<file path="src/nabp_ctrl_pkg.sv">
`default_nettype none

package nabp_ctrl_pkg;

    // iteration sequencer states
    typedef enum logic [1:0] {
        ready_s     = 2'd0,
        fill_s      = 2'd1,
        fill_done_s = 2'd2,
        shift_s     = 2'd3
    } state_t;

    // opcodes written to the command register, low two bits
    typedef enum logic [1:0] {
        cmd_run   = 2'd1,
        cmd_clear = 2'd2
    } cmd_t;

endpackage

`default_nettype wire

</file>
<file path="src/nabp_cfg_pkg.sv">
`default_nettype none

package nabp_cfg_pkg;

    // datapath sizes
    localparam int sample_w = 16;
    localparam int accu_w   = 24;

    // projection line and pixel array
    localparam int line_len = 8;
    localparam int idx_w    = $clog2(line_len);
    localparam int n_pix    = 4;
    localparam int pix_w    = $clog2(n_pix);
    localparam int n_shift  = 4;

    // wishbone bus, word addresses
    localparam int wb_adr_w = 5;
    localparam int wb_dat_w = 32;

    // address map
    // sample words occupy adr_sample_base .. adr_sample_base + line_len - 1
    localparam logic [wb_adr_w-1:0] adr_sample_base = 5'd0;
    localparam logic [wb_adr_w-1:0] adr_sh_base     = 5'd8;
    localparam logic [wb_adr_w-1:0] adr_mp_init     = 5'd9;
    localparam logic [wb_adr_w-1:0] adr_mp_base     = 5'd10;
    localparam logic [wb_adr_w-1:0] adr_cmd         = 5'd11;
    // bit 0 busy, bit 1 pending
    localparam logic [wb_adr_w-1:0] adr_status      = 5'd12;
    // accumulators occupy adr_accu_base .. adr_accu_base + n_pix - 1
    localparam logic [wb_adr_w-1:0] adr_accu_base   = 5'd16;

endpackage

`default_nettype wire
</file>
<file path="src/nabp_top.sv">
`timescale 1ns/100ps
`default_nettype none

module nabp_top
(
    input wire clk,
    input wire reset_n,
    input wire cyc,
    input wire stb,
    input wire we,
    input wire [nabp_cfg_pkg::wb_adr_w-1:0] adr,
    input wire [nabp_cfg_pkg::wb_dat_w-1:0] dat_w,
    output logic [nabp_cfg_pkg::wb_dat_w-1:0] dat_r,
    output logic ack
);

    logic sample_we;
    logic [nabp_cfg_pkg::idx_w-1:0] sample_idx;
    logic [nabp_cfg_pkg::sample_w-1:0] sample_data;
    logic param_we;
    logic [nabp_cfg_pkg::idx_w-1:0] sh_base;
    logic [nabp_cfg_pkg::idx_w-1:0] mp_init;
    logic [nabp_cfg_pkg::idx_w-1:0] mp_base;
    logic run_req;
    logic clear;
    logic busy;
    logic pending;
    logic bank_sel;
    logic [nabp_cfg_pkg::idx_w-1:0] sw_sh_accu_base;
    logic [nabp_cfg_pkg::idx_w-1:0] sw_mp_accu_init;
    logic [nabp_cfg_pkg::idx_w-1:0] sw_mp_accu_base;
    logic sw_next_itr_ack;
    logic sw_swap_ack;
    logic sw_next_itr;
    logic sw_swap;
    logic sh_fill_kick;
    logic sh_shift_kick;
    logic sh_fill_done;
    logic sh_shift_done;
    logic [nabp_cfg_pkg::idx_w-1:0] sh_accu_base;
    logic [nabp_cfg_pkg::idx_w-1:0] mp_accu_init;
    logic [nabp_cfg_pkg::idx_w-1:0] mp_accu_base;
    logic bc_valid;
    logic [nabp_cfg_pkg::idx_w-1:0] bc_idx;
    logic [nabp_cfg_pkg::sample_w-1:0] bc_sample;
    logic [nabp_cfg_pkg::n_pix*nabp_cfg_pkg::accu_w-1:0] accu;

    nabp_wb_regs u_wb_regs (
        .clk, .reset_n, .cyc, .stb, .we, .adr, .dat_w, .busy, .pending, .accu,
        .dat_r, .ack, .sample_we, .sample_idx, .sample_data, .param_we,
        .sh_base, .mp_init, .mp_base, .run_req, .clear
    );

    nabp_swap_control u_swap_control (
        .clk, .reset_n, .param_we, .sh_base, .mp_init, .mp_base, .run_req,
        .sw_next_itr, .sw_swap, .sw_sh_accu_base, .sw_mp_accu_init,
        .sw_mp_accu_base, .sw_next_itr_ack, .sw_swap_ack, .pending, .bank_sel
    );

    nabp_state_control u_state_control (
        .clk, .reset_n, .sw_sh_accu_base, .sw_mp_accu_init, .sw_mp_accu_base,
        .sw_swap_ack, .sw_next_itr_ack, .sh_fill_done, .sh_shift_done,
        .sw_swap, .sw_next_itr, .sh_fill_kick, .sh_shift_kick, .sh_accu_base,
        .mp_accu_init, .mp_accu_base, .busy
    );

    nabp_shifter u_shifter (
        .clk, .reset_n, .sample_we, .sample_idx, .sample_data, .bank_sel,
        .sh_fill_kick, .sh_shift_kick, .sh_accu_base, .sh_fill_done,
        .sh_shift_done, .bc_valid, .bc_idx, .bc_sample
    );

    // one mapper per pixel, each drains into its slice of the accu bus
    for (genvar i = 0; i < nabp_cfg_pkg::n_pix; i++)
    begin : g_mapper
        nabp_mapper #(.pix(i)) u_mapper (
            .clk, .reset_n, .clear, .mp_accu_init, .mp_accu_base,
            .bc_valid, .bc_idx, .bc_sample,
            .accu(accu[i*nabp_cfg_pkg::accu_w +: nabp_cfg_pkg::accu_w])
        );
    end

endmodule

`default_nettype wire

</file>
<file path="src/nabp_mapper.sv">
`timescale 1ns/100ps
`default_nettype none

module nabp_mapper
#(
    parameter int pix = 0
)
(
    input wire clk,
    input wire reset_n,
    input wire clear,
    input wire [nabp_cfg_pkg::idx_w-1:0] mp_accu_init,
    input wire [nabp_cfg_pkg::idx_w-1:0] mp_accu_base,
    input wire bc_valid,
    input wire [nabp_cfg_pkg::idx_w-1:0] bc_idx,
    input wire [nabp_cfg_pkg::sample_w-1:0] bc_sample,
    output logic [nabp_cfg_pkg::accu_w-1:0] accu
);

    localparam logic [nabp_cfg_pkg::idx_w-1:0] pix_pos = nabp_cfg_pkg::idx_w'(pix);

    logic [nabp_cfg_pkg::idx_w-1:0] target;
    logic hit;

    // target sample for this pixel, modulo line_len by truncation
    always_ff @(posedge clk)
    begin
        target <= mp_accu_init + pix_pos * mp_accu_base;
    end

    assign hit = bc_valid && (bc_idx == target);

    // accumulator wraps at accu_w
    always_ff @(posedge clk)
    begin
        if (!reset_n)
            accu <= '0;
        else if (clear)
            accu <= '0;
        else if (hit)
            accu <= accu + nabp_cfg_pkg::accu_w'(bc_sample);
    end

endmodule

`default_nettype wire

</file>
<file path="src/nabp_shifter.sv">
`timescale 1ns/100ps
`default_nettype none

module nabp_shifter
(
    input wire clk,
    input wire reset_n,
    input wire sample_we,
    input wire [nabp_cfg_pkg::idx_w-1:0] sample_idx,
    input wire [nabp_cfg_pkg::sample_w-1:0] sample_data,
    input wire bank_sel,
    input wire sh_fill_kick,
    input wire sh_shift_kick,
    input wire [nabp_cfg_pkg::idx_w-1:0] sh_accu_base,
    output logic sh_fill_done,
    output logic sh_shift_done,
    output logic bc_valid,
    output logic [nabp_cfg_pkg::idx_w-1:0] bc_idx,
    output logic [nabp_cfg_pkg::sample_w-1:0] bc_sample
);

    logic [nabp_cfg_pkg::sample_w-1:0] bank [2][nabp_cfg_pkg::line_len];
    logic [nabp_cfg_pkg::sample_w-1:0] line [nabp_cfg_pkg::line_len];
    logic fill_act;
    logic shift_act;
    logic [nabp_cfg_pkg::idx_w-1:0] fill_cnt;
    logic [nabp_cfg_pkg::idx_w-1:0] shift_cnt;
    logic [nabp_cfg_pkg::idx_w-1:0] win_idx;

    // window index wraps modulo line_len through the index width
    assign win_idx = sh_accu_base + shift_cnt;

    // host side writes and working line copy
    // the host always writes the bank not named by bank_sel,
    // fill runs before the swap so it takes that same bank
    always_ff @(posedge clk)
    begin
        if (sample_we)
            bank[~bank_sel][sample_idx] <= sample_data;
        if (fill_act)
            line[fill_cnt] <= bank[~bank_sel][fill_cnt];
        bc_idx    <= win_idx;
        bc_sample <= line[win_idx];
    end

    always_ff @(posedge clk)
    begin
        if (!reset_n)
        begin
            fill_act      <= 1'b0;
            shift_act     <= 1'b0;
            fill_cnt      <= '0;
            shift_cnt     <= '0;
            sh_fill_done  <= 1'b0;
            sh_shift_done <= 1'b0;
            bc_valid      <= 1'b0;
        end
        else
        begin
            sh_fill_done  <= 1'b0;
            sh_shift_done <= 1'b0;
            bc_valid      <= shift_act;
            if (sh_fill_kick)
            begin
                fill_act <= 1'b1;
                fill_cnt <= '0;
            end
            else if (fill_act)
            begin
                fill_cnt <= fill_cnt + 1'b1;
                if (fill_cnt == nabp_cfg_pkg::idx_w'(nabp_cfg_pkg::line_len - 1))
                begin
                    fill_act     <= 1'b0;
                    sh_fill_done <= 1'b1;
                end
            end
            if (sh_shift_kick)
            begin
                shift_act <= 1'b1;
                shift_cnt <= '0;
            end
            else if (shift_act)
            begin
                shift_cnt <= shift_cnt + 1'b1;
                // done lines up with the last broadcast beat
                if (shift_cnt == nabp_cfg_pkg::idx_w'(nabp_cfg_pkg::n_shift - 1))
                begin
                    shift_act     <= 1'b0;
                    sh_shift_done <= 1'b1;
                end
            end
        end
    end

endmodule

`default_nettype wire

</file>
<file path="src/nabp_state_control.sv">
`timescale 1ns/100ps
`default_nettype none

module nabp_state_control
(
    input wire clk,
    input wire reset_n,
    // from swap control
    input wire [nabp_cfg_pkg::idx_w-1:0] sw_sh_accu_base,
    input wire [nabp_cfg_pkg::idx_w-1:0] sw_mp_accu_init,
    input wire [nabp_cfg_pkg::idx_w-1:0] sw_mp_accu_base,
    input wire sw_swap_ack,
    input wire sw_next_itr_ack,
    // from shifter
    input wire sh_fill_done,
    input wire sh_shift_done,
    // to swap control
    output logic sw_swap,
    output logic sw_next_itr,
    // to shifter
    output logic sh_fill_kick,
    output logic sh_shift_kick,
    output logic [nabp_cfg_pkg::idx_w-1:0] sh_accu_base,
    // to mappers
    output logic [nabp_cfg_pkg::idx_w-1:0] mp_accu_init,
    output logic [nabp_cfg_pkg::idx_w-1:0] mp_accu_base,
    output logic busy
);

    nabp_ctrl_pkg::state_t state;
    nabp_ctrl_pkg::state_t next_state;

    always_ff @(posedge clk)
    begin
        if (!reset_n)
            state <= nabp_ctrl_pkg::ready_s;
        else
            state <= next_state;
    end

    // parameters follow the pending set until the iteration leaves ready
    always_ff @(posedge clk)
    begin
        if (state == nabp_ctrl_pkg::ready_s)
        begin
            sh_accu_base <= sw_sh_accu_base;
            mp_accu_init <= sw_mp_accu_init;
            mp_accu_base <= sw_mp_accu_base;
        end
    end

    always_comb
    begin
        next_state = state;
        case (state)
            nabp_ctrl_pkg::ready_s:
                if (sw_next_itr_ack)
                    next_state = nabp_ctrl_pkg::fill_s;
            nabp_ctrl_pkg::fill_s:
                if (sh_fill_done)
                    next_state = nabp_ctrl_pkg::fill_done_s;
            nabp_ctrl_pkg::fill_done_s:
                if (sw_swap_ack)
                    next_state = nabp_ctrl_pkg::shift_s;
            nabp_ctrl_pkg::shift_s:
                if (sh_shift_done)
                    next_state = nabp_ctrl_pkg::ready_s;
            default:
                next_state = nabp_ctrl_pkg::ready_s;
        endcase
    end

    // mealy outputs, kicks fire on the entering transition
    assign sw_swap       = (state == nabp_ctrl_pkg::fill_done_s);
    assign sw_next_itr   = (state == nabp_ctrl_pkg::ready_s);
    assign sh_fill_kick  = (next_state != state) && (next_state == nabp_ctrl_pkg::fill_s);
    assign sh_shift_kick = (next_state != state) && (next_state == nabp_ctrl_pkg::shift_s);
    assign busy          = (state != nabp_ctrl_pkg::ready_s);

endmodule

`default_nettype wire

</file>
<file path="src/nabp_swap_control.sv">
`timescale 1ns/100ps
`default_nettype none

module nabp_swap_control
(
    input wire clk,
    input wire reset_n,
    input wire param_we,
    input wire [nabp_cfg_pkg::idx_w-1:0] sh_base,
    input wire [nabp_cfg_pkg::idx_w-1:0] mp_init,
    input wire [nabp_cfg_pkg::idx_w-1:0] mp_base,
    input wire run_req,
    input wire sw_next_itr,
    input wire sw_swap,
    output logic [nabp_cfg_pkg::idx_w-1:0] sw_sh_accu_base,
    output logic [nabp_cfg_pkg::idx_w-1:0] sw_mp_accu_init,
    output logic [nabp_cfg_pkg::idx_w-1:0] sw_mp_accu_base,
    output logic sw_next_itr_ack,
    output logic sw_swap_ack,
    output logic pending,
    output logic bank_sel
);

    // pending parameter set, refreshed on any parameter write
    always_ff @(posedge clk)
    begin
        if (param_we)
        begin
            sw_sh_accu_base <= sh_base;
            sw_mp_accu_init <= mp_init;
            sw_mp_accu_base <= mp_base;
        end
    end

    always_ff @(posedge clk)
    begin
        if (!reset_n)
        begin
            pending     <= 1'b0;
            sw_swap_ack <= 1'b0;
            bank_sel    <= 1'b0;
        end
        else
        begin
            // single pulse per swap request
            sw_swap_ack <= sw_swap && !sw_swap_ack;
            if (sw_swap_ack)
            begin
                // pending run is taken here; a run arriving this cycle queues up again
                pending  <= run_req;
                bank_sel <= ~bank_sel;
            end
            else if (run_req)
                pending <= 1'b1;
        end
    end

    // sequencer may start the next iteration
    assign sw_next_itr_ack = pending && sw_next_itr;

endmodule

`default_nettype wire

</file>
<file path="src/nabp_wb_regs.sv">
`timescale 1ns/100ps
`default_nettype none

module nabp_wb_regs
(
    input wire clk,
    input wire reset_n,
    input wire cyc,
    input wire stb,
    input wire we,
    input wire [nabp_cfg_pkg::wb_adr_w-1:0] adr,
    input wire [nabp_cfg_pkg::wb_dat_w-1:0] dat_w,
    input wire busy,
    input wire pending,
    input wire [nabp_cfg_pkg::n_pix*nabp_cfg_pkg::accu_w-1:0] accu,
    output logic [nabp_cfg_pkg::wb_dat_w-1:0] dat_r,
    output logic ack,
    output logic sample_we,
    output logic [nabp_cfg_pkg::idx_w-1:0] sample_idx,
    output logic [nabp_cfg_pkg::sample_w-1:0] sample_data,
    output logic param_we,
    output logic [nabp_cfg_pkg::idx_w-1:0] sh_base,
    output logic [nabp_cfg_pkg::idx_w-1:0] mp_init,
    output logic [nabp_cfg_pkg::idx_w-1:0] mp_base,
    output logic run_req,
    output logic clear
);

    logic req;
    logic wr;
    logic sample_hit;
    logic accu_hit;
    logic param_hit;
    logic cmd_hit;
    logic [nabp_cfg_pkg::wb_dat_w-1:0] rd_data;

    // a new request is one not yet acknowledged
    assign req = cyc && stb && !ack;
    assign wr  = req && we;

    assign sample_hit = (adr >> nabp_cfg_pkg::idx_w) ==
                        (nabp_cfg_pkg::adr_sample_base >> nabp_cfg_pkg::idx_w);
    assign accu_hit   = (adr >> nabp_cfg_pkg::pix_w) ==
                        (nabp_cfg_pkg::adr_accu_base >> nabp_cfg_pkg::pix_w);
    assign param_hit  = (adr == nabp_cfg_pkg::adr_sh_base) ||
                        (adr == nabp_cfg_pkg::adr_mp_init) ||
                        (adr == nabp_cfg_pkg::adr_mp_base);
    assign cmd_hit    = (adr == nabp_cfg_pkg::adr_cmd);

    // read mux
    always_comb
    begin
        rd_data = '0;
        if (adr == nabp_cfg_pkg::adr_sh_base)
            rd_data[nabp_cfg_pkg::idx_w-1:0] = sh_base;
        else if (adr == nabp_cfg_pkg::adr_mp_init)
            rd_data[nabp_cfg_pkg::idx_w-1:0] = mp_init;
        else if (adr == nabp_cfg_pkg::adr_mp_base)
            rd_data[nabp_cfg_pkg::idx_w-1:0] = mp_base;
        else if (adr == nabp_cfg_pkg::adr_status)
            rd_data[1:0] = {pending, busy};
        else if (accu_hit)
            rd_data[nabp_cfg_pkg::accu_w-1:0] =
                accu[adr[nabp_cfg_pkg::pix_w-1:0]*nabp_cfg_pkg::accu_w +: nabp_cfg_pkg::accu_w];
    end

    always_ff @(posedge clk)
    begin
        if (!reset_n)
        begin
            ack       <= 1'b0;
            sample_we <= 1'b0;
            param_we  <= 1'b0;
            run_req   <= 1'b0;
            clear     <= 1'b0;
            sh_base   <= '0;
            mp_init   <= '0;
            mp_base   <= '0;
        end
        else
        begin
            ack       <= req;
            sample_we <= wr && sample_hit;
            param_we  <= wr && param_hit;
            run_req   <= wr && cmd_hit &&
                         (nabp_ctrl_pkg::cmd_t'(dat_w[1:0]) == nabp_ctrl_pkg::cmd_run);
            clear     <= wr && cmd_hit &&
                         (nabp_ctrl_pkg::cmd_t'(dat_w[1:0]) == nabp_ctrl_pkg::cmd_clear);
            if (wr && adr == nabp_cfg_pkg::adr_sh_base)
                sh_base <= dat_w[nabp_cfg_pkg::idx_w-1:0];
            if (wr && adr == nabp_cfg_pkg::adr_mp_init)
                mp_init <= dat_w[nabp_cfg_pkg::idx_w-1:0];
            if (wr && adr == nabp_cfg_pkg::adr_mp_base)
                mp_base <= dat_w[nabp_cfg_pkg::idx_w-1:0];
        end
    end

    // sample payload and read data travel alongside the strobes
    always_ff @(posedge clk)
    begin
        if (wr)
        begin
            sample_idx  <= adr[nabp_cfg_pkg::idx_w-1:0];
            sample_data <= dat_w[nabp_cfg_pkg::sample_w-1:0];
        end
        if (req)
            dat_r <= rd_data;
    end

endmodule

`default_nettype wire

</file>
<file path="config.mk">
export PLATFORM = sky130hd
export DESIGN_NAME = nabp_top
export DESIGN_NICKNAME = d
export VERILOG_FILES = /design/src/nabp_ctrl_pkg.sv /design/src/nabp_cfg_pkg.sv /design/src/nabp_top.sv /design/src/nabp_mapper.sv /design/src/nabp_shifter.sv /design/src/nabp_state_control.sv /design/src/nabp_swap_control.sv /design/src/nabp_wb_regs.sv
export SDC_FILE = /design/constraint.sdc
export NUM_CORES = 1
export LEC_CHECK = 0
export ABC_AREA = 1
export ABC_CLOCK_PERIOD_IN_PS = 3600
export BUFFER_PORTS_ARGS = -buffer_cell sky130_fd_sc_hd__clkbuf_2
export CAP_MARGIN = 10
export CORE_ASPECT_RATIO = 0.9
export CORE_MARGIN = 3
export CORE_UTILIZATION = 35
export CTS_BUF_LIST = sky130_fd_sc_hd__clkbuf_4 sky130_fd_sc_hd__clkbuf_8
export DETAILED_ROUTE_END_ITERATION = 8
export MAX_ROUTING_LAYER = met4
export PLACE_DENSITY = 0.6
export SYNTH_ARGS = -nofsm -noshare
export SYNTH_HDL_FRONTEND = slang
export SYNTH_SLANG_ARGS = --single-unit
</file>
<file path="constraint.sdc">
create_clock -name clk -period 3.6 [get_ports clk]
set_input_delay 0.72 -clock clk [delete_from_list [all_inputs] [get_ports clk]]
set_output_delay 0.72 -clock clk [all_outputs]
set_load 0.005 [all_outputs]
</file>
; After elaboration in Yosys (flattened, before gate mapping)
; Memory sizes are Yosys's and may differ from the RTL's. A register that Yosys moved wholly into a read port is not among the register bits.
; Cells that the tools add are included.
; Widths: inputs -> output; s select.
[op_classes]
addsub = 10
mul = 2
n_div = 0
order_cmp = 3
eq_ne = 20
n_shift = 1
mux = 30
bitwise = 7
reduce_logical = 34
[ops]
columns = cell, count
row1 = $mux 128, 1
row2 = $add 24x16->24, 4
row3 = $shiftx 96x8->24, 1
row4 = $bmux 16 s3, 1
row5 = $demux 16 s3, 1
row6 = $mux 16, 3
row7 = $eq 5x4->1 const B, 5
row8 = $logic_and 1x1->1, 20
row9 = $mux 1, 14
row10 = $add 3x3->3, 4
row11 = $eq 3x3->1, 4
row12 = $mux 3, 4
row13 = $mux 2, 5
row14 = $eq 2x2->1 const B, 4
row15 = $ge 4x4->1 const B, 2
row16 = $not 3->4, 2
row17 = $pmux 2 s4, 1
row18 = $add 3x1->3 const B, 2
row19 = $eq 2x1->1 const B, 3
row20 = $eq 3x3->1 const B, 2
row21 = $reduce_or 2->1, 3
row22 = $reduce_or 3->1, 2
row23 = $logic_not 5->1, 1
row24 = $not 1->1, 5
row25 = 10 further kinds, 13
[totals]
register_bits = 202
latchBits = 0
mem_bits_rw = 384
romBits = 0
elab_cells = 147
n_memories = 2
[mem_list]
columns = memory, words, word_bits, rd, rd_clocked_by_memory_dff, wr, line
row1 = u_shifter.bank, 2, 128, 1, 0, 1, nabp_shifter.sv:22  ; logic [nabp_cfg_pkg::sample_w-1:0] bank [2][nabp_cfg_pkg::line_len];
row2 = u_shifter.line, 8, 16, 1, 1, 1, nabp_shifter.sv:23  ; logic [nabp_cfg_pkg::sample_w-1:0] line [nabp_cfg_pkg::line_len];

; Depth between registers and ports, before layout
; Gate-level depths: netlist of run 1.
[depth]
ltp_word = 7
ltp_mapped = 14

; Modules after synthesis
; Synthesis of run 1 repeated with hierarchy kept, for this count alone.
[hier_totals]
cells_unflattened = 3537
hier_area_um2 = 29871.1
[modules_own_cells]
columns = mod, instances, cells_per_inst, area_each_um2
row1 = nabp_shifter, 1, 1703, 17419.2
row2 = nabp_wb_regs, 1, 269, 2608.8
row3 = nabp_mapper at g_mapper[3].u_mapper, 1, 399, 2339.7
row4 = nabp_mapper at g_mapper[0].u_mapper, 1, 385, 2275.9
row5 = nabp_mapper at g_mapper[1].u_mapper, 1, 365, 2223.4
row6 = nabp_mapper at g_mapper[2].u_mapper, 1, 360, 2218.4
row7 = nabp_state_control, 1, 31, 401.6
row8 = nabp_swap_control, 1, 25, 384.1

; Worst setup path before layout of run 1
; No wires, ideal clock.
[synth_timing]
path_type = input-to-reg
start = input cyc
end = register u_wb_regs.sample_data[0] (netlist bit), enable pin
setup_ps = 374
arrival_ps = 2861
path_slack_ps = 364
stages = 4
n_path_buf = 0
cell_sequence = nand2_1 > nor2_1 > nand2_1 > inv_1
[synth_between]
elab_chain_cells = 3
[synth_rtl]
columns = item, line
row1 = "start, declared", nabp_top.sv:8  ; input wire cyc,
row2 = $logic_and 1x1->1 (2 in a row), nabp_wb_regs.sv:38  ; assign req = cyc && stb && !ack;
row3 = named net u_wb_regs.req, nabp_wb_regs.sv:29  ; logic req;
row4 = $logic_and 1x1->1, nabp_wb_regs.sv:39  ; assign wr = req && we;
row5 = named net u_wb_regs.wr, nabp_wb_regs.sv:30  ; logic wr;
row6 = "end signal, assigned", nabp_wb_regs.sv:104  ; sample_data <= dat_w[nabp_cfg_pkg::sample_w-1:0];
row7 = "end, declared", nabp_wb_regs.sv:20  ; output logic [nabp_cfg_pkg::sample_w-1:0] sample_data,
; The timed path passes the listed nets, and every way through them passes these cells.
; A chain may end at the register's enable or synchronous reset.

; Worst setup path after layout of run 1
[layout_timing]
start = register u_state_control.sh_accu_base[0] (netlist bit)
end = register u_shifter.bc_sample[12] (netlist bit), read port of u_shifter.line
[layout_between]
elab_chain_cells = 1
[layout_rtl]
columns = item, line
row1 = "start, declared", nabp_state_control.sv:23  ; output logic [nabp_cfg_pkg::idx_w-1:0] sh_accu_base,
row2 = "start signal, assigned", nabp_state_control.sv:46  ; sh_accu_base <= sw_sh_accu_base;
row3 = $add 3x3->3, nabp_shifter.sv:31  ; assign win_idx = sh_accu_base + shift_cnt;
row4 = "named net u_shifter.win_idx, one bit", nabp_shifter.sv:28  ; logic [nabp_cfg_pkg::idx_w-1:0] win_idx;
row5 = "end, declared", nabp_shifter.sv:19  ; output logic [nabp_cfg_pkg::sample_w-1:0] bc_sample
; The timed path passes the listed nets, and every way through them passes these cells.

==> results of run 1 <==
==> metrics by stage <==
step	total power, mW	utilization, %	setup slack (ps)	cell area [sq um]
after global placement	7.74	37.6	969	29600
after detailed placement	7.74	37.6	943	29600
after CTS	13.6	40.1	1080	31500
final	13.5	40.1	1120	31500
after floorplan	7.66	-	364	28100
after global routing	13.9	40.1	913	31500
==> cells in the mapped netlist (all sizes together) (17+ instances only) <==
library cell,instances,area [sq um]
o211ai,18,140
o21ai,239,1200
edfxtp,445,13400
nor3,27,146
a221oi,17,149
nor2,427,1630
buf,55,334
xor2,23,209
a21oi,159,830
o22ai,76,475
inv,339,1270
dfxtp,155,3100
nand4,29,181
nand2,605,2280
ha,72,901
clkbuf,59,221
nand3,131,656
==> worst paths after layout <==
check / end / startpoint
setup reg to reg: u_shifter.bc_sample[12] / u_state_control.sh_accu_base[0]
hold / removal: u_wb_regs.sample_data[8] / dat_w[8]
setup / recovery: u_shifter.bc_sample[12] / u_state_control.sh_accu_base[0]
hold reg to reg: g_mapper[2].u_mapper.target[0] / u_state_control.mp_accu_init[0]
==> layout make-up <==
type                            instances  area (sq um)
Clock inverter                         35           303
Sequential cell                       600         16500
Tap cell                             1039          1300
Multi-Input combinational cell       1942          9870
Timing Repair Buffer                  102           691
Fill cell                            7826         47100
Inverter                              339          1270
Clock buffer                          132          1600
==> metal layers <==
metal / GRT usage, % / vias to the layer above / part of all wire [%]
met5: - / - / 0
met4: 5.90 / 0 / 3.0
met3: 3.42 / 155 / 7.2
met2: 26.9 / 636 / 44
met1: 23.5 / 9642 / 46
li1: - / 10300 / -
==> cells by family after synthesis <==
kind of cell	count (synthesis)	synth area share (%)
AO/OA/AOI/OAI	560	11.3
XOR/XNOR	39	1.24
adder cells (fa/ha/maj)	79	3.71
buffers and inverters	453	6.52
flip-flops	600	58.7
multiplexers	16	0.571
other	1	0.0134
AND/OR/NAND/NOR	1240	18.0
==> report_power, final <==
group          internal, mW  switching (mW)  total, mW
Sequential             7.38          0.0326       7.42
Clock                  3.17            2.69       5.86
Combinational        0.0484           0.134      0.182
Total                  10.6            2.86       13.5
==> sequential cells by signal, indices dropped and copies added, names as in the netlist, 2 cells and up <==
| signal | flops |
|---|---|
| u_shifter.bank | 256 |
| u_shifter.line | 128 |
| g_mapper.u_mapper.accu | 96 |
| u_wb_regs.dat_r | 24 |
| u_shifter.bc_sample | 16 |
| u_wb_regs.sample_data | 16 |
| g_mapper.u_mapper.target | 10 |
| u_shifter.bc_idx | 3 |
| u_shifter.fill_cnt | 3 |
| u_shifter.shift_cnt | 3 |
| u_state_control.mp_accu_base | 3 |
| u_state_control.mp_accu_init | 3 |
| u_state_control.sh_accu_base | 3 |
| u_swap_control.sw_mp_accu_base | 3 |
| u_swap_control.sw_mp_accu_init | 3 |
| u_swap_control.sw_sh_accu_base | 3 |
| u_wb_regs.mp_base | 3 |
| u_wb_regs.mp_init | 3 |
| u_wb_regs.sample_idx | 3 |
| u_wb_regs.sh_base | 3 |
| u_state_control.state | 2 |
==> results summary, run 1 <==
The flow ran to the end, and the final reports show no timing, DRC or antenna violations. CTS saw 600 sinks. Leaving out fill and tap cells, the most frequent cell in the layout is nand2_1. For the pin with the worst max-slew slack, the measured transition is 1240 ps. The signal arrival time at the worst endpoint is 3070 ps. The aggregate global routing overflow is 0. The count of state elements after synthesis came out at 600. The warning count from the yosys run came out at 0.

The final hold slack is 188 ps. The I/O pin count came out at 75. TritonCTS built the clock tree. The number of antenna violations at the first check in global routing came out at 1. The floorplan step set the die height to 275 um. The logic depth of the worst setup path including buffers is 7. The number of H-tree levels came out at 3.

The maximum fanout along the worst path is 26. The initial standard-cell utilization of the core came out at 35.7%. Setup repair after global routing left no endpoint under its margin. The delay contributed by the slowest stage of the critical path is 530 ps.

The signal on the critical path passes through ha_4 -> fa_2 -> buf_4 -> inv_1 -> o21ai_0 -> nor2_1 -> a31oi_1. The max-capacitance violation count is 0. The count of buffer and inverter cells on the critical path is 2. 0 antenna diodes ended up in the layout. The library cell contributing the largest single delay on the critical path is fa_2. The clock input transition at the sequential cells of the worst setup and hold paths came out at 60 ps. The number of design-rule violations left by the first detailed-router iteration came out at 1,777. The final layout net count is 3,197. In this run the static leakage power is 12.7 nW. The average size of a mapped cell is 9.39 sq um. The worst-case clock buffer depth came out at 3. The routability congestion estimate from global placement is 0.886. The number of cells in the finished layout apart from fillers is 4,189. The maximum ir drop on the vdd rail came out at 0.461 mV. Entering global routing, the biggest net connects 70 pins. The wire length after detailed routing is 72,400 um.

For this run, the leading register cell type out of synthesis is edfxtp_1. The total power divided by cell area came out at 427 mW/mm^2. The first global-routing pass estimated 111,000 um of wire. The shortest period the worst path allows is 2480 ps. The overall global routing resource usage came out at 17.6%. The via count of the routed design is 20,800. The total placed cells including tap cells came out at 4,022. In this run the worst hold path is classified as input pin to flop. The share of final-layout standard cells stronger than drive strength 1 is 10.0%.

The die covers 0.0836 sq mm. The HPWL after detailed placement is 48,600 um. The cell area that synthesis handed to floorplanning was 0.0280 sq mm. Buffers placed on the I/O ports in this run total 50. The worst setup path is launched from a flop.

The worst-case reg-to-reg path depth came out at 7. The final max-slew violation count came out at 0. The number of global-route vias before repair is 19,500. Along the worst hold path, the cell count comes to 1. The DRC violation count after routing came out at 0.

In this run the register-to-register setup slack is 1120 ps. Yosys mapped the design onto 48 distinct sky130hd cell types. The mean routed wirelength per cell is 17.3 um. The final critical-path share of the clock period is 69.0%. The post-cts resize count is 0. The clock latency of the later-clocked register in the worst-skew pair came out at 710 ps. The final number of hold-violating endpoints is 0. Summed over all failing endpoints, the final setup total negative slack is 0 ps.

The TritonCTS buffer count came out at 91. The number of vias per cell after detailed routing came out at 4.96. The number of detailed-route iterations in the first pass came out at 6. The number of rows in the core area is 97. The count of flip-flops with a built-in enable after synthesis is 445.

The worst setup path is of the flop to flop kind. The core region is 0.0786 sq mm. The sequential-to-total area share from yosys stat is 58.7%.

The final worst clock skew came out at 26.9 ps. In this run the post-CTS setup repair buffer count came out at 0. The remaining antenna violation count after routing is 0. In this run the horizontal extent of the chip is 304 um. The area growth from synthesis to layout came out at 12.3%.

The gate count after technology mapping came out at 2,988. The required time reported for the critical path endpoint came out at 4190 ps. The cell chosen for the clock root is clkbuf_8. The cell family contributing the most delay on the critical path is adder cells. The library cells used most frequently in the layout, excluding fill and tap cells, are 603 x nand2_1, 445 x edfxtp_1, 409 x nor2_1. The maximum clock frequency is 403 MHz. The worst slew margin relative to its limit is 17.2%. Setup violations remaining at the end of the flow were counted as 0. The async set-or-reset flop fraction in the synthesized netlist is 0%. The count of hold-fix buffers inserted at cts came out at 0. The worst setup path is captured at a flop.
No activity file was read; power rests on OpenSTA's default activity.
==> run 2: changes to the inputs <==
--- a/config.mk
+++ b/config.mk
@@ -5,8 +5,8 @@
 export SDC_FILE = /design/constraint.sdc
 export NUM_CORES = 1
 export LEC_CHECK = 0
-export ABC_AREA = 1
-export ABC_CLOCK_PERIOD_IN_PS = 3600
+export ABC_AREA = 0
+export ABC_CLOCK_PERIOD_IN_PS = 2250
 export BUFFER_PORTS_ARGS = -buffer_cell sky130_fd_sc_hd__clkbuf_2
 export CAP_MARGIN = 10
 export CORE_ASPECT_RATIO = 0.9
@@ -15,7 +15,7 @@
 export CTS_BUF_LIST = sky130_fd_sc_hd__clkbuf_4 sky130_fd_sc_hd__clkbuf_8
 export DETAILED_ROUTE_END_ITERATION = 8
 export MAX_ROUTING_LAYER = met4
-export PLACE_DENSITY = 0.6
+export PLACE_DENSITY = 0.62
 export SYNTH_ARGS = -nofsm -noshare
 export SYNTH_HDL_FRONTEND = slang
 export SYNTH_SLANG_ARGS = --single-unit
==> constraint.sdc (replaced) <==
create_clock -name clk -period 2.25 [get_ports clk]
set_input_delay 0.45 -clock clk [delete_from_list [all_inputs] [get_ports clk]]
set_output_delay 0.45 -clock clk [all_outputs]
set_load 0.005 [all_outputs]
==> run 2 against run 1 <==
The flow now finishes with violations (setup timing). Worst hold slack got worse by 110 ps. Via count decreased by 23%. Die area decreased by 6.9%. Synthesized cell count decreased by 42%. Global-route usage decreased by 1.4 points. Routed wire length decreased by 15%. First-iteration DRC count decreased by 36%. Sequential share of layout area decreased by 0.79 points. Final area increased by 1.8%. Critical path type unchanged. Largest power group unchanged.
==> results summary, run 2 <==
The routability congestion estimate from global placement was 0.841 (was 0.886). The start point of the worst hold path is dat_w[0] (was dat_w[8]). The switching share of power is 21.6% (was 21.2%).

The area of the die is 0.0778 sq mm (was 0.0836 sq mm). The count of flip-flops with a built-in enable after synthesis is 445 (unchanged). The total power divided by cell area came out at 664 mW/mm^2 (was 427 mW/mm^2). The mean routed wirelength per cell came out at 19.8 um (was 17.3 um). The async set-or-reset flop fraction in the synthesized netlist came to 0% (unchanged). The final max-slew violation count came out at 0 (unchanged). Most frequent cells in the layout: 445 x edfxtp_1, 203 x buf_4, 136 x mux4_2 (was 603 x nand2_1, 445 x edfxtp_1, 409 x nor2_1). Setup repair after global routing missed its margin: yes (was no). The setup slack after layout was -113 ps (was 1120 ps). The total standard cell area after synthesis came out at 0.0261 sq mm (was 0.0280 sq mm). The standby leakage power is 11.1 nW (was 12.7 nW). The filler cell count came out at 6,492 (was 7,826). The gate count after technology mapping came to 1,743 (was 2,988).

The worst-case clock buffer depth was 3 (unchanged). The most instantiated library cell after synthesis is edfxtp_1 (was nand2_1). The final critical-path share of the clock period is 105% (was 69.0%). The utilization after layout came to 43.7% (was 40.1%).

The worst slack at placement is -276 ps (was 943 ps). The area growth from synthesis to layout is 23.0% (was 12.3%). The sequential-to-total area share from yosys stat is 63.2% (was 58.7%).

The warning count from the yosys run is 0 (unchanged). The class of the tightest hold or removal check is input pin to flop (unchanged). The I/O pin count is 75 (unchanged). The average size of a mapped cell is 15.0 sq um (was 9.39 sq um). Synth cell count leaders: 445 x edfxtp_1, 155 x dfxtp_1, 136 x mux4_2 (was 603 x nand2_1, 445 x edfxtp_1, 419 x nor2_1). The delay contributed by the slowest stage of the critical path came out at 380 ps (was 530 ps). The library cell contributing the largest single delay on the critical path is fa_2 (unchanged).

The combinational share of power is 1.5% (was 1.4%). The core box area is 0.0734 sq mm (was 0.0786 sq mm). The total placed cells including tap cells is 2,880 (was 4,022). The start of the worst register-to-register path is u_state_control.sh_accu_base[0] (unchanged). The sort of element at the end of the critical path is a flop (unchanged). The max-capacitance violation count was 0 (unchanged). Largest registers ranked by flip-flop count: u_shifter.bank (256), u_shifter.line (128), g_mapper.u_mapper.accu (96) (unchanged). The internal power summed over all cells came out at 16.7 mW (was 10.6 mW). The number of sinks on the clock net is 600 (unchanged). The maximum ir drop on the vdd rail is 0.501 mV (was 0.461 mV). The count of state elements after synthesis came to 600 (unchanged). Main area contributors after synthesis: edfxtp_1 51%, dfxtp_1 12%, mux4_2 12% (was edfxtp_1 48%, dfxtp_1 11%, nand2_1 8.1%). Outcome: finished, violations left (was completed). The clock latency of the later-clocked register in the worst-skew pair came out at 740 ps (was 710 ps). The final instance area is 0.0321 sq mm (was 0.0315 sq mm). The number of antenna violations at the first check in global routing is 2 (was 1).

The overall global routing resource usage came out at 16.2% (was 17.6%). The clock input transition at the sequential cells of the worst setup and hold paths came out at 60 ps (about the same). The aggregate global routing overflow is 0 (unchanged). The total chip power is 21.3 mW (was 13.5 mW). The startpoint type of the worst setup path is a flop (unchanged).

The worst slew margin relative to its limit is 61.9% (was 17.2%). The maximum number of pins on one net before global-route repair was 44 (was 70). The maximum clock frequency is 423 MHz (was 403 MHz). The count of buffer and inverter cells on the critical path came out at 2 (unchanged). The number of global-route vias before repair is 16,500 (was 19,500). The number of cells in the finished layout apart from fillers came out at 3,101 (was 4,189). The final hold slack came out at 80.2 ps (was 188 ps). The slew of the pin with the lowest slew margin is 571 ps (was 1240 ps). The share of final-layout standard cells stronger than drive strength 1 is 34.4% (was 10.0%).

The number of different library cells in the post-synthesis netlist is 84 (was 48). The most flop-heavy register is u_shifter.bank (unchanged). The top cell type's share of synthesized area is 51.3% (was 47.6%). The number of detailed-route iterations in the first pass came out at 5 (was 6). The wire length after detailed routing was 61,500 um (was 72,400 um). The start point of the critical path is u_state_control.sh_accu_base[0] (unchanged). The TritonCTS buffer count is 95 (was 91). The wire length of the first global-routing pass is 94,700 um (was 111,000 um). The most frequently used flop master after synthesis is edfxtp_1 (unchanged).

The category of cells accounting for the largest share of critical-path delay is multiplexers (was adder cells). The DRC violation count after routing came out at 0 (unchanged). The final number of hold-violating endpoints came to 0 (unchanged). The worst-case reg-to-reg path depth was 8 (was 7). The number of flip-flops under the largest register name is 256 (unchanged). The share of total power in the clock network came to 42.8% (was 43.5%). The via count of the routed design is 16,100 (was 20,800).

The initial standard-cell utilization of the core came out at 35.5% (was 35.7%). The number of rows in the core area is 94 (was 97). The remaining antenna violation count after routing is 0 (unchanged). The switching power came to 4.60 mW (was 2.86 mW).

The signal arrival time at the worst endpoint came out at 2910 ps (was 3070 ps). The required time reported for the critical path endpoint was 2800 ps (was 4190 ps). The clock tree from TritonCTS is yes (unchanged).

The width of the chip came to 294 um (was 304 um). The estimated wirelength of the detail-placed design came to 41,200 um (was 48,600 um). The number of vias per cell after detailed routing is 5.18 (was 4.96). The cell chosen for the clock root is clkbuf_8 (unchanged). The commonest non-fill, non-tap cell in the layout is edfxtp_1 (was nand2_1). The number of H-tree levels was 3 (unchanged). The final layout net count was 2,181 (was 3,197). The summed negative setup slack over all endpoints came out at -1690 ps (was 0 ps). The worst hold path stage count came out at 1 (unchanged). The count of endpoints failing setup in the final report was 29 (was 0). The final worst clock skew came out at 80.7 ps (was 26.9 ps). Critical Path, Cell by Cell: ha_2 -> fa_2 -> xnor2_4 -> xnor2_4 -> buf_6 -> buf_12 -> mux4_2 -> mux2_4 (was ha_4 -> fa_2 -> buf_4 -> inv_1 -> o21ai_0 -> nor2_1 -> a31oi_1). The cell that appears most often on the critical path is xnor2_4. The die extent in y is 265 um (was 275 um).

The area of placed instances is 0.0290 sq mm (was 0.0296 sq mm). The largest area contributor in the netlist was edfxtp_1 (unchanged). The classification of the worst setup path is flop to flop (unchanged).

The number of design-rule violations left by the first detailed-router iteration is 1,133 (was 1,777). The fraction of power consumed by sequential logic came to 55.7% (was 55.1%). The logic depth of the worst setup path including buffers came to 8 (was 7). The maximum fanout along the worst path is 13 (was 26).

The checks that failed: setup timing. The shortest period the worst path allows is 2360 ps (was 2480 ps). The count of buffers from port buffering is 50 (unchanged).
[run 2: area by class of cell]
type | count | area, sq um | area share, %
tap | 960 | 1200 | 3.75
clock inverter | 48 | 303 | 0.944
clock buffer | 129 | 1590 | 4.95
sequential | 600 | 16500 | 51.5
multi-input combinational | 1040 | 9980 | 31.1
timing repair buffer | 296 | 2380 | 7.42
antenna | 1 | 2.50 | 0.00781
inverter | 27 | 101 | 0.316
[run 2: kinds of logic after synthesis]
group,after synthesis,synth area share [%]
mux,176,13.4
buf+inv,110,1.85
flops,600,63.2
simple gates,401,7.53
fa+ha+maj,79,3.99
other cells,1,0.0144
xor+xnor,82,2.81
compound gates,294,7.28
[run 2: final timing paths]
kind | endpoint | slack, ps
max | u_shifter.bc_sample[11] | -110
min | u_wb_regs.sample_data[0] | 80
max reg2reg | u_shifter.bc_sample[11] | -110
min reg2reg | g_mapper[2].u_mapper.target[0] | 410
[run 2: per-layer routing]
layer  wire, um  global-route usage, %
met1      27000                   21.3
met2      29700                   26.1
met3       3350                   2.71
met4       1480                   4.68
met5          0                      -
[run 2: power groups by stage]
stage	Clock [mW]	Sequential [mW]	Combinational, mW
after floorplan	0	12.1	0.162
after global placement	0	12.1	0.289
after detailed placement	0	12.1	0.292
after CTS	9.38	11.9	0.317
after global routing	9.88	11.9	0.346
final	9.13	11.9	0.318
[run 2: what timing repair did]
item / CTS / global route
endpoints found under the hold margin: 15 / 0
cloned: 1 / 1
pin swaps: 33 / 57
endpoints found under the setup margin: 55 / 70
buffers inserted: 10 / 17
resized for setup: 45 / 118
hold buffers: 16 / 0
==> run 3: changes to the inputs <==
--- a/config.mk
+++ b/config.mk
@@ -16,6 +16,7 @@
 export DETAILED_ROUTE_END_ITERATION = 8
 export MAX_ROUTING_LAYER = met4
 export PLACE_DENSITY = 0.62
+export RECOVER_POWER = 50
 export SYNTH_ARGS = -nofsm -noshare
 export SYNTH_HDL_FRONTEND = slang
 export SYNTH_SLANG_ARGS = --single-unit
==> run 3 against run 2 <==
Cell count stayed put. First-iteration DRC count is 4.0% lower. The run still ends with setup timing left. Sequential share of layout area is 0.19 points higher. Worst hold slack better by 38 ps. Combinational power is 3% lower. Final area is 0.38% lower. Highest routed layer unchanged. Critical endpoint is now g_mapper[3].u_mapper.accu[10]. Clock-buffer cell count stayed put. Register-to-register slack worse by 20 ps.
==> results summary, run 3 (synthesized netlist as in run 2, its figures left out) <==
The final max-slew violation count is 0 (unchanged). The start point of the worst hold path is reset_n (was dat_w[0]). The destination of the worst register-to-register timing path is g_mapper[3].u_mapper.accu[10] (was u_shifter.bc_sample[11]). The total power divided by cell area is 667 mW/mm^2 (was 664 mW/mm^2). The slew of the pin with the lowest slew margin is 879 ps (was 571 ps). The die extent in y came to 265 um (unchanged). The max-capacitance violation count is 0 (unchanged).

The final critical-path share of the clock period is 106% (was 105%). The TritonCTS buffer count came out at 95 (unchanged). The share of final-layout standard cells stronger than drive strength 1 is 33.3% (was 34.4%). The worst-case reg-to-reg path depth is 11 (was 8). The number of H-tree levels is 3 (unchanged). The start of the worst register-to-register path is u_shifter.bc_sample[0] (was u_state_control.sh_accu_base[0]).

The worst hold path stage count is 2 (was 1). The overall global routing resource usage is 16.2% (unchanged). The signal arrival time at the worst endpoint came out at 2980 ps (was 2910 ps). The wire length of the first global-routing pass came out at 94,700 um (unchanged). The number of sinks on the clock net came out at 600 (unchanged). The clock tree from TritonCTS is yes (unchanged). The via count of the routed design is 16,100 (about the same). The startpoint type of the worst setup path was a flop (unchanged). The number of flip-flops under the largest register name came out at 256 (unchanged). The number of rows in the core area is 94 (unchanged). The count of endpoints failing setup in the final report is 29 (unchanged). The worst slack at placement came to -276 ps (unchanged).

The number of design-rule violations left by the first detailed-router iteration is 1,088 (was 1,133). The routability congestion estimate from global placement came out at 0.841 (unchanged). The initial standard-cell utilization of the core was 35.5% (unchanged). The number of antenna violations at the first check in global routing came to 2 (unchanged). The final worst clock skew is 81.9 ps (was 80.7 ps). The library cell contributing the largest single delay on the critical path is dfxtp_4 (was fa_2).

The sort of element at the end of the critical path is a flop (unchanged). The final instance area is 0.0319 sq mm (was 0.0321 sq mm). The wire length after detailed routing came out at 61,600 um (was 61,500 um). Most frequent cells in the layout: 445 x edfxtp_1, 181 x buf_4, 136 x mux4_2, 136 x dfxtp_1, 117 x nand2_1 (was 445 x edfxtp_1, 203 x buf_4, 136 x mux4_2). The width of the chip is 294 um (unchanged). The count of buffers from port buffering came out at 50 (unchanged).

The most flop-heavy register is u_shifter.bank (unchanged). The internal reg-to-reg setup slack came out at -130 ps (was -110 ps). The area growth from synthesis to layout came out at 22.5% (was 23.0%).

The maximum number of pins on one net before global-route repair came out at 44 (unchanged). The required time reported for the critical path endpoint is 2850 ps (was 2800 ps). The number of detailed-route iterations in the first pass came out at 5 (unchanged).

The classification of the worst setup path was flop to flop (unchanged). The filler cell count is 6,525 (was 6,492). The footprint of the multi-input gates is 0.00995 sq mm (was 0.00998 sq mm). The area of the die came out at 0.0778 sq mm (unchanged). The setup slack after layout came out at -130 ps (was -113 ps).

The summed negative setup slack over all endpoints was -1810 ps (was -1690 ps). The mean routed wirelength per cell is 19.9 um (was 19.8 um). The final number of hold-violating endpoints came out at 0 (unchanged). The delay contributed by the slowest stage of the critical path came out at 390 ps (was 380 ps). The class of the tightest hold or removal check is input pin to flop (unchanged). The I/O pin count came out at 75 (unchanged). The DRC violation count after routing came out at 0 (unchanged). The maximum ir drop on the vdd rail came out at 0.500 mV (was 0.501 mV). The estimated wirelength of the detail-placed design is 41,200 um (unchanged). The core box area is 0.0734 sq mm (unchanged). Critical Path, Cell by Cell: ha_4 -> fa_2 -> a21o_1 -> a221oi_4 -> o21ai_2 -> buf_4 -> buf_6 -> a31oi_4 -> xnor2_1 -> nand2_1 -> a21oi_2 (was ha_2 -> fa_2 -> xnor2_4 -> xnor2_4 -> buf_6 -> buf_12 -> mux4_2 -> mux2_4).

The remaining antenna violation count after routing is 0 (unchanged). Largest registers ranked by flip-flop count: u_shifter.bank (256), u_shifter.line (128), g_mapper.u_mapper.accu (96) (unchanged). The number of global-route vias before repair came out at 16,500 (unchanged). The final layout net count came out at 2,181 (unchanged).

The start point of the critical path was u_shifter.bc_sample[0] (was u_state_control.sh_accu_base[0]). The area of placed instances is 0.0290 sq mm (unchanged). The aggregate global routing overflow is 0 (unchanged).

The shortest period the worst path allows came out at 2380 ps (was 2360 ps). Violated checks: setup timing (unchanged). The standby leakage power is 11.1 nW (about the same). The cell chosen for the clock root is clkbuf_8 (unchanged). The clock input transition at the sequential cells of the worst setup and hold paths is 60 ps (about the same). The commonest non-fill, non-tap cell in the layout is edfxtp_1 (unchanged). The number of vias per cell after detailed routing came out at 5.19 (was 5.18). Outcome: finished, violations left (unchanged). The worst hold path endpoint is u_wb_regs.ack (was u_wb_regs.sample_data[0]).

The maximum fanout along the worst path is 4 (was 13). The maximum clock frequency was 420 MHz (was 423 MHz). The total area of sequential cells is 0.0165 sq mm (about the same). Setup repair after global routing missed its margin: yes (unchanged). The worst slew margin relative to its limit was 41.4% (was 61.9%). The worst-case clock buffer depth is 3 (unchanged). The clock latency of the later-clocked register in the worst-skew pair is 740 ps (about the same).
run 3: cell count changes in the layout (fill, tap and decap cells not counted), sizes merged:
cell    previous run  this run
clkbuf           180       202
buf              229       207
run 3: per-stage QoR:
| stage | hold WS (ps) | total power [mW] | cells | util [%] |
|---|---|---|---|---|
| global placement | 370 | 12.4 | 2880 | 39.5 |
| detailed placement | 366 | 12.4 | 2880 | 39.5 |
| CTS | 21.6 | 21.6 | 3084 | 42.7 |
| floorplan | 352 | 12.2 | 1750 | - |
| global route | 67.6 | 22.1 | 3101 | 43.5 |
| finish | 118 | 21.3 | 3101 | 43.5 |
run 3: critical path, delay by kind of cell (launching register included):
kind / cells / cell delay, ps
fa+ha+maj: 2 / 530
buf+inv: 2 / 260
xor+xnor: 1 / 140
compound gates: 5 / 920
simple gates: 1 / 80
flops: 1 / 390
run 3: cell type report:
cell class | count | share of cell area [%]
inverter | 27 | 0.317
timing repair buffer | 296 | 7.15
tap | 960 | 3.76
antenna | 1 | 0.00784
multi-input combinational | 1040 | 31.2
clock inverter | 48 | 0.948
sequential | 600 | 51.7
clock buffer | 129 | 4.97
run 3: routing by layer:
metal | wire, um | GRT usage [%] | part of all wire [%]
met3 | 3210 | 2.71 | 5.2
met4 | 1520 | 4.68 | 2.5
met5 | 0 | - | 0
met1 | 27200 | 21.3 | 44
met2 | 29700 | 26.1 | 48
run 3: where the power goes:
part	internal, mW	switching (mW)	total [mW]
Sequential	11.8	0.0467	11.9
Clock	4.76	4.37	9.13
Combinational	0.123	0.187	0.310
Total	16.7	4.60	21.3
run 3: worst max path at each step:
stage,endpoint,slack [ps],cells after the start
2_1_floorplan,u_shifter.line[7][0],-210,4
3_3_place_gp,g_mapper[3].u_mapper.accu[16],-250,9
3_5_place_dp,g_mapper[1].u_mapper.accu[16],-280,10
4_1_cts,u_shifter.bc_sample[9],-140,8
5_1_grt,u_shifter.bc_sample[11],-220,8
6_report,g_mapper[3].u_mapper.accu[10],-130,11
run 3: repair_timing:
action | CTS | global route
endpoints found under the setup margin | 55 | 70
buffers inserted | 10 | 17
gates cloned | 1 | 1
hold endpoints to repair | 15 | 0
pin swaps | 33 | 57
hold buffers | 16 | 0
gates resized for setup | 45 | 118
